--- config.mk ---
export PLATFORM = sky130hd
export DESIGN_NAME = top
export DESIGN_NICKNAME = d
export VERILOG_FILES = /design/src/include/config.svh /design/src/hdl/board_pkg.sv /design/src/hdl/key_sampler.sv /design/src/hdl/key_press_counter.sv /design/src/hdl/digit_scanner.sv /design/src/hdl/top.sv
export SDC_FILE = /design/constraint.sdc
export NUM_CORES = 1
export LEC_CHECK = 0
export ABC_AREA = 1
export BUFFER_PORTS_ARGS = -buffer_cell sky130_fd_sc_hd__buf_2
export CORE_ASPECT_RATIO = 1.25
export CORE_MARGIN = 5
export CORE_UTILIZATION = 64
export CTS_BUF_LIST = sky130_fd_sc_hd__clkbuf_4 sky130_fd_sc_hd__clkbuf_8 sky130_fd_sc_hd__clkbuf_16
export DETAILED_ROUTE_END_ITERATION = 8
export HOLD_SLACK_MARGIN = 0.1
export PLACE_DENSITY = 0.89
export SYNTH_ARGS = -nofsm -noshare
export SYNTH_HDL_FRONTEND = slang
export SYNTH_SLANG_ARGS = --single-unit
--- constraint.sdc ---
create_clock -name clk -period 3.9 [get_ports clk]
set_clock_uncertainty 0.05 [all_clocks]
set_input_delay 0.39 -clock clk [delete_from_list [all_inputs] [get_ports clk]]
set_output_delay 0.39 -clock clk [all_outputs]
set_load 0.03 [all_outputs]
--- src/include/config.svh ---
`ifndef CONFIG_SVH
`define CONFIG_SVH

// Panel keys and LEDs are ORed with the board ones
`define TM1638_DUPLICATE_KEYS 1

// Panel wiring expects segments in hgfedcba order
`define TM1638_REVERSE_SEGMENTS 1

// Panel geometry
`define TM1638_W_KEY 8
`define TM1638_W_LED 8

`endif

--- src/hdl/board_pkg.sv ---
`default_nettype none

package board_pkg;

    // ------------------------------
    // Display and counter payloads

    typedef logic [7:0] seg_t;    // abcdefgh, bit 7 is segment a
    typedef logic [3:0] count_t;  // One hex digit

    typedef struct packed {
        logic tick;               // Shared sample strobe
        logic level;              // Synchronized key level
    } key_lane_t;

    typedef struct packed {
        count_t count;            // Presses modulo 16
        logic   pressed;          // Debounced key level
    } lane_status_t;

    // ------------------------------
    // TM1638 command bytes

    localparam logic [7:0] tm_cmd_write_auto = 8'h40;  // Write, auto increment
    localparam logic [7:0] tm_cmd_read_keys  = 8'h42;
    localparam logic [7:0] tm_cmd_addr0      = 8'hC0;  // Start at display address 0
    localparam logic [7:0] tm_cmd_display_on = 8'h8F;  // Display on, full brightness

    // Equal samples needed before a new key level is accepted
    localparam int debounce_samples = 4;

endpackage

`default_nettype wire

--- src/hdl/key_sampler.sv ---
`timescale 1ns/1ps
`default_nettype none

module key_sampler
#(
    parameter clk_mhz   = 50,
              sample_us = 1000,
              w_key     = 8
)
(
    input  logic                               clk,
    input  logic                               reset,
    input  logic [w_key - 1:0]                 key,
    output board_pkg::key_lane_t [w_key - 1:0] lanes
);

    import board_pkg::*;

    localparam int period = clk_mhz * sample_us;  // Cycles per sample
    localparam int w_div  = $clog2(period + 1);

    logic [w_key - 1:0] key_meta;
    logic [w_key - 1:0] key_sync;
    logic [w_div - 1:0] div_cnt;
    logic               tick;

    always_ff @(posedge clk)
        if (reset)
        begin
            key_meta <= '0;
            key_sync <= '0;
        end
        else
        begin
            key_meta <= key;       // Keys are asynchronous
            key_sync <= key_meta;
        end

    // Sample strobe divider
    always_ff @(posedge clk)
        if (reset)
        begin
            div_cnt <= '0;
            tick    <= 1'b0;
        end
        else
        begin
            div_cnt <= (div_cnt == w_div'(period - 1)) ? '0 : div_cnt + 1'b1;
            tick    <= (div_cnt == w_div'(period - 1));
        end

    for (genvar i = 0; i < w_key; i++)
    begin : lane_out
        assign lanes[i] = key_lane_t'{tick: tick, level: key_sync[i]};
    end

    // Strobe is a single-cycle pulse
    tick_single_cycle: assert property (@(posedge clk) disable iff (reset) tick |=> !tick);

endmodule

`default_nettype wire

--- src/hdl/key_press_counter.sv ---
`timescale 1ns/1ps
`default_nettype none

module key_press_counter
(
    input  logic                    clk,
    input  logic                    reset,
    input  board_pkg::key_lane_t    lane,
    output board_pkg::lane_status_t status
);

    import board_pkg::*;

    localparam int w_run = $clog2(debounce_samples + 1);

    logic               level_q;  // Accepted key level
    logic [w_run - 1:0] run_q;    // Samples differing from level_q
    count_t             count_q;
    logic               differs;
    logic               accept;

    assign differs = (lane.level != level_q);
    assign accept  = lane.tick && differs && (run_q == w_run'(debounce_samples - 1));

    // ------------------------------
    // Debounce

    always_ff @(posedge clk)
        if (reset)
        begin
            level_q <= 1'b0;
            run_q   <= '0;
        end
        else if (lane.tick)
        begin
            if (!differs)
                run_q <= '0;          // Glitch ended, start over
            else if (accept)
            begin
                level_q <= lane.level;
                run_q   <= '0;
            end
            else
                run_q <= run_q + 1'b1;
        end

    // Press counter, wraps at 16
    always_ff @(posedge clk)
        if (reset)
            count_q <= '0;
        else if (accept && lane.level)
            count_q <= count_q + 1'b1;

    assign status = lane_status_t'{count: count_q, pressed: level_q};

    count_follows_tick: assert property (@(posedge clk) disable iff (reset)
        !$stable(count_q) |-> $past(lane.tick));

endmodule

`default_nettype wire

--- src/hdl/digit_scanner.sv ---
`timescale 1ns/1ps
`default_nettype none

module digit_scanner
#(
    parameter w_lane  = 8,
              w_digit = 8,   // At least 2
              w_led   = 8
)
(
    input  logic                                   clk,
    input  logic                                   reset,
    input  logic                                   tick,
    input  board_pkg::lane_status_t [w_lane - 1:0] status,
    output board_pkg::seg_t                        abcdefgh,
    output logic [w_digit - 1:0]                   digit,
    output logic [w_led   - 1:0]                   led
);

    import board_pkg::*;

    localparam int n_shown = w_digit < w_lane ? w_digit : w_lane;

    count_t sel_count;
    logic   sel_valid;

    function automatic seg_t hex_glyph(input count_t value);
        case (value)
            4'h0:    hex_glyph = 8'b1111_1100;
            4'h1:    hex_glyph = 8'b0110_0000;
            4'h2:    hex_glyph = 8'b1101_1010;
            4'h3:    hex_glyph = 8'b1111_0010;
            4'h4:    hex_glyph = 8'b0110_0110;
            4'h5:    hex_glyph = 8'b1011_0110;
            4'h6:    hex_glyph = 8'b1011_1110;
            4'h7:    hex_glyph = 8'b1110_0000;
            4'h8:    hex_glyph = 8'b1111_1110;
            4'h9:    hex_glyph = 8'b1111_0110;
            4'hA:    hex_glyph = 8'b1110_1110;
            4'hB:    hex_glyph = 8'b0011_1110;  // Lower case b
            4'hC:    hex_glyph = 8'b1001_1100;
            4'hD:    hex_glyph = 8'b0111_1010;  // Lower case d
            4'hE:    hex_glyph = 8'b1001_1110;
            default: hex_glyph = 8'b1000_1110;
        endcase
    endfunction

    // One-hot scan, one digit per tick
    always_ff @(posedge clk)
        if (reset)
            digit <= w_digit'(1);
        else if (tick)
            digit <= {digit[w_digit - 2:0], digit[w_digit - 1]};

    always_comb
    begin
        sel_count = '0;
        sel_valid = 1'b0;

        for (int i = 0; i < n_shown; i++)
            if (digit[i])
            begin
                sel_count = status[i].count;
                sel_valid = 1'b1;
            end
    end

    assign abcdefgh = sel_valid ? hex_glyph(sel_count) : '0;  // Blank past the last lane

    for (genvar i = 0; i < w_led; i++)
    begin : led_drive
        if (i < w_lane)
        begin : used
            assign led[i] = status[i].pressed;
        end
        else
        begin : unused
            assign led[i] = 1'b0;
        end
    end

    digit_one_hot: assert property (@(posedge clk) disable iff (reset) $onehot(digit));

endmodule

`default_nettype wire

--- src/hdl/top.sv ---
`timescale 1ns/1ps
`default_nettype none

module top
#(
    parameter clk_mhz   = 50,
              sample_us = 1000,
              w_key     = 8,
              w_led     = 8,
              w_digit   = 8
)
(
    input  logic                   clk,
    input  logic                   reset,
    input  logic [w_key   - 1:0]   key,
    output board_pkg::seg_t        abcdefgh,
    output logic [w_digit - 1:0]   digit,
    output logic [w_led   - 1:0]   led
);

    import board_pkg::*;

    key_lane_t    [w_key - 1:0] lanes;   // Sampler to counters
    lane_status_t [w_key - 1:0] status;  // Counters to scanner

    key_sampler
    #(
        .clk_mhz   ( clk_mhz   ),
        .sample_us ( sample_us ),
        .w_key     ( w_key     )
    )
    i_sampler
    (
        .clk   ( clk   ),
        .reset ( reset ),
        .key   ( key   ),
        .lanes ( lanes )
    );

    for (genvar i = 0; i < w_key; i++)
    begin : lane
        key_press_counter i_counter
        (
            .clk    ( clk       ),
            .reset  ( reset     ),
            .lane   ( lanes[i]  ),
            .status ( status[i] )
        );
    end

    digit_scanner
    #(
        .w_lane  ( w_key   ),
        .w_digit ( w_digit ),
        .w_led   ( w_led   )
    )
    i_scanner
    (
        .clk      ( clk           ),
        .reset    ( reset         ),
        .tick     ( lanes[0].tick ),  // All lanes share one strobe
        .status   ( status        ),
        .abcdefgh ( abcdefgh      ),
        .digit    ( digit         ),
        .led      ( led           )
    );

endmodule

`default_nettype wire

==> results.yml <==
power_and_ir_drop:
  power_density_nw_per_um2: 335.0
  leakagePower_nw: 2.198
  ir_worst_vdd_uv: 319.6
sta:
  worst_slew_pin_slew_ns: 0.8565
  max_slew_margin: 0.4284
  setup_viol: 0
  hold_violations: 0
  fmax_mhz: 341.4
  slew_viol_final: 0
  rsz0062_at_grt: "no"
  min_period_over_period: 0.7512
  min_period_ns: 2.930
  setup_tns_ns: 0
logic_synthesis:
  yosys-top-cells-area: "dfxtp_1 42%, nand2_1 8.6%, a21oi_1 7.3%"
  syn_inst: 668
  yosysMostFrequentCell: "nand2_1"
  netlist_area_um2: 4946
  yosysSeqAreaShare: 0.4250
  yosys_register_bits: 105
  synth-edff-count: 0
  async_reset_ff_frac: 0
  yosysWarningCount: 0
  ys_top_cells_by_count: "113 x nand2_1, 105 x dfxtp_1, 87 x inv_1, 72 x a21oi_1, 70 x nor2_1"
  syn_nets: 701
  ys_types: 36
  synthFlopType: "dfxtp_1"
  avgSynthCellArea_um2: 7.404
  synth_area_leader_cell: "dfxtp_1"
  synth_top_cell_area_share: 0.4250
clock_tree:
  clk_root_buffer_cell: "clkbuf_8"
  numCtsBuffers: 9
  clk_path_buf_depth: 2
  cts_sinks: 105
  cts_resized: 0
  clock_latency_ns: 0.37
  htreeDepth: 3
  cts_tree: "done"
  path_clk_slew_ns: 0.10
  postCtsHoldBufs: 0
  postCtsSetupBuffers: 0
global_route:
  grt_overflow: 0
  met2_usage: 0.3997
  grt_pass1_wl_mm: 17.44
  grt_pass1_vias: 4187
  grt-busiest-layer: "met2"
  grt_use_met3: 0.04192
  antenna_found_initial: 0
  grt_max_degree: 62
  met1_usage: 0.2617
  grt.total_usage: 0.2247
routing:
  via_count: 4282
  routed_wl_mm: 9.976
  first_pass_iters: 5
  route.detailed.drc: 0
  drtIter0Drc: 304
  detail_route.vias_per_cell: 5.462
  drtAntennaViolNets: 0
  avgRoutedWirePerCell_um: 12.72
setup_path:
  critPathBufInv: 2
  cp_top_family: "simple AND/OR/NAND/NOR gates"
  max_stage_delay_ns: 0.40
  endpoint_kind: "output pin"
  crit_type: "register to output pin"
  path_cells: "nor2_2 -> nand3_1 -> nand3_1 -> nand2_1 -> nand2_1 -> nand2_1 -> nand2_1 -> inv_1 -> ha_1 -> nand3b_1 -> nand3_2 -> nand2_1 -> nor2_1 -> buf_2"
  worstPathArrival_ns: 2.49
  crit_path_frequent_cell: "nand2_1"
  crit_required_ns: 3.46
  cp_max_fo: 8
  slowest_stage: "dfxtp_1"
  start_kind: "register"
final_layout:
  fillers: 572
  area_growth_pct: 6.729
  drive_above_1_share: 0.1171
  fin_util: 0.7091
  num-nets-final: 720
  diodes: 0
job:
  max-cap-violations: 0
floorplan:
  std_cell_rows: 35
  dieArea_um2: 9597
  die_y_um: 108.3
  start_util: 0.6644
  pin_count: 34
  coreArea_um2: 7445
  die_x_um: 88.63
placed_design:
  dp_hpwl_mm: 7.066
  io_buffers: 32
  place.gp.congestion: 0.9297
outcome:
  outcome: "finished clean"
hold_path:
  hp-class: "primary input to register"
[layer usage]
layer | vias up | wire length [um]
met3 | 22 | 439
met5 | - | 0
li1 | 2200 | -
met2 | 104 | 4939
met1 | 1956 | 4381
met4 | 0 | 216
[kinds of logic after synthesis]
logic type	share of synthesized area
compound gates	0.1568
xor+xnor	0.02479
fa+ha+maj	0.05818
buf+inv	0.1007
flops	0.4250
other cells	0.0007582
simple gates	0.2338
[metrics by stage]
stage / hold slack (ns) / total power, mW / cells / setup WS (ns) / cell area (um2)
final: 0.1662 / 1.768 / 784 / 0.9705 / 5279
after floorplan: 0.3383 / 1.142 / 668 / 1.281 / 4946
after CTS: 0.1587 / 1.779 / 784 / 1.011 / 5279
after detailed placement: 0.3468 / 1.153 / 768 / 1.426 / 5091
after global placement: 0.3390 / 1.151 / 768 / 1.515 / 5091
after global routing: 0.1538 / 1.834 / 784 / 0.7590 / 5279
[worst reg2reg max path, stage by stage, from the launching register on]
cell and delay (ns):
dfxtp_1 0.49, buf_4 0.36, nand2_1 0.14, nor2_1 0.16
nand2_1 0.16, nor2_1 0.16, o21ai_0 0.11, a21oi_1 0.17
[cell usage in the layout, fill, tap and decap left out, types with 3 or more instances in the layout]
master	netlist	layout
a211oi_1	9	9
a21oi_1	72	72
a21oi_2	3	3
a31oi_1	3	3
buf_2	2	32
clkbuf_8	0	10
dfxtp_1	105	105
ha_1	23	23
inv_1	87	87
inv_2	7	7
nand2_1	113	113
nand2_2	7	7
nand3_1	36	36
nand3_2	5	5
nand4_1	3	3
nor2_1	70	70
nor2_2	3	3
nor3_1	15	15
o211ai_1	3	3
o21ai_0	46	46
o21ai_1	4	4
xor2_1	14	14
[state kept, by name, summed over array words and instances, names as in the netlist]
register	count
i_sampler.div_cnt	16
i_sampler.key_meta	8
i_sampler.key_sync	8
i_sampler.tick	1
i_scanner.digit	8
lane.i_counter.count_q	32
lane.i_counter.level_q	8
lane.i_counter.run_q	24
[final timing paths]
path	slack [ns]	to	startpoint	cells after the start
max reg2reg	2.04	lane[3].i_counter.count_q[2]$_SDFFE_PP0P_	i_sampler.tick$_SDFF_PP0_	7
min	0.17	i_sampler.key_meta[0]$_SDFF_PP0_	key[0]	3
min reg2reg	0.36	i_sampler.key_sync[5]$_SDFF_PP0_	i_sampler.key_meta[5]$_SDFF_PP0_	2
max	0.97	abcdefgh[4]	i_scanner.digit[2]$_SDFFE_PP0P_	14
[power breakdown]
group	switching (mW)	total (mW)	internal (mW)
registers	0.00560	1.09	1.08
logic	0.0283	0.0407	0.0124
clock network	0.381	0.641	0.260
total	0.414	1.77	1.35
[area by class of cell]
| class | instances | area, um2 | share of cell area |
|---|---|---|---|
| Sequential cell | 105 | 2102 | 0.3982 |
| Clock inverter | 6 | 50.05 | 0.009481 |
| Multi-Input combinational cell | 443 | 2346 | 0.4444 |
| Tap cell | 92 | 115.1 | 0.02181 |
| Inverter | 94 | 352.8 | 0.06684 |
| Timing Repair Buffer | 34 | 175.2 | 0.03318 |
| Clock buffer | 10 | 137.6 | 0.02607 |
No activity file was read; power rests on OpenSTA's default activity.
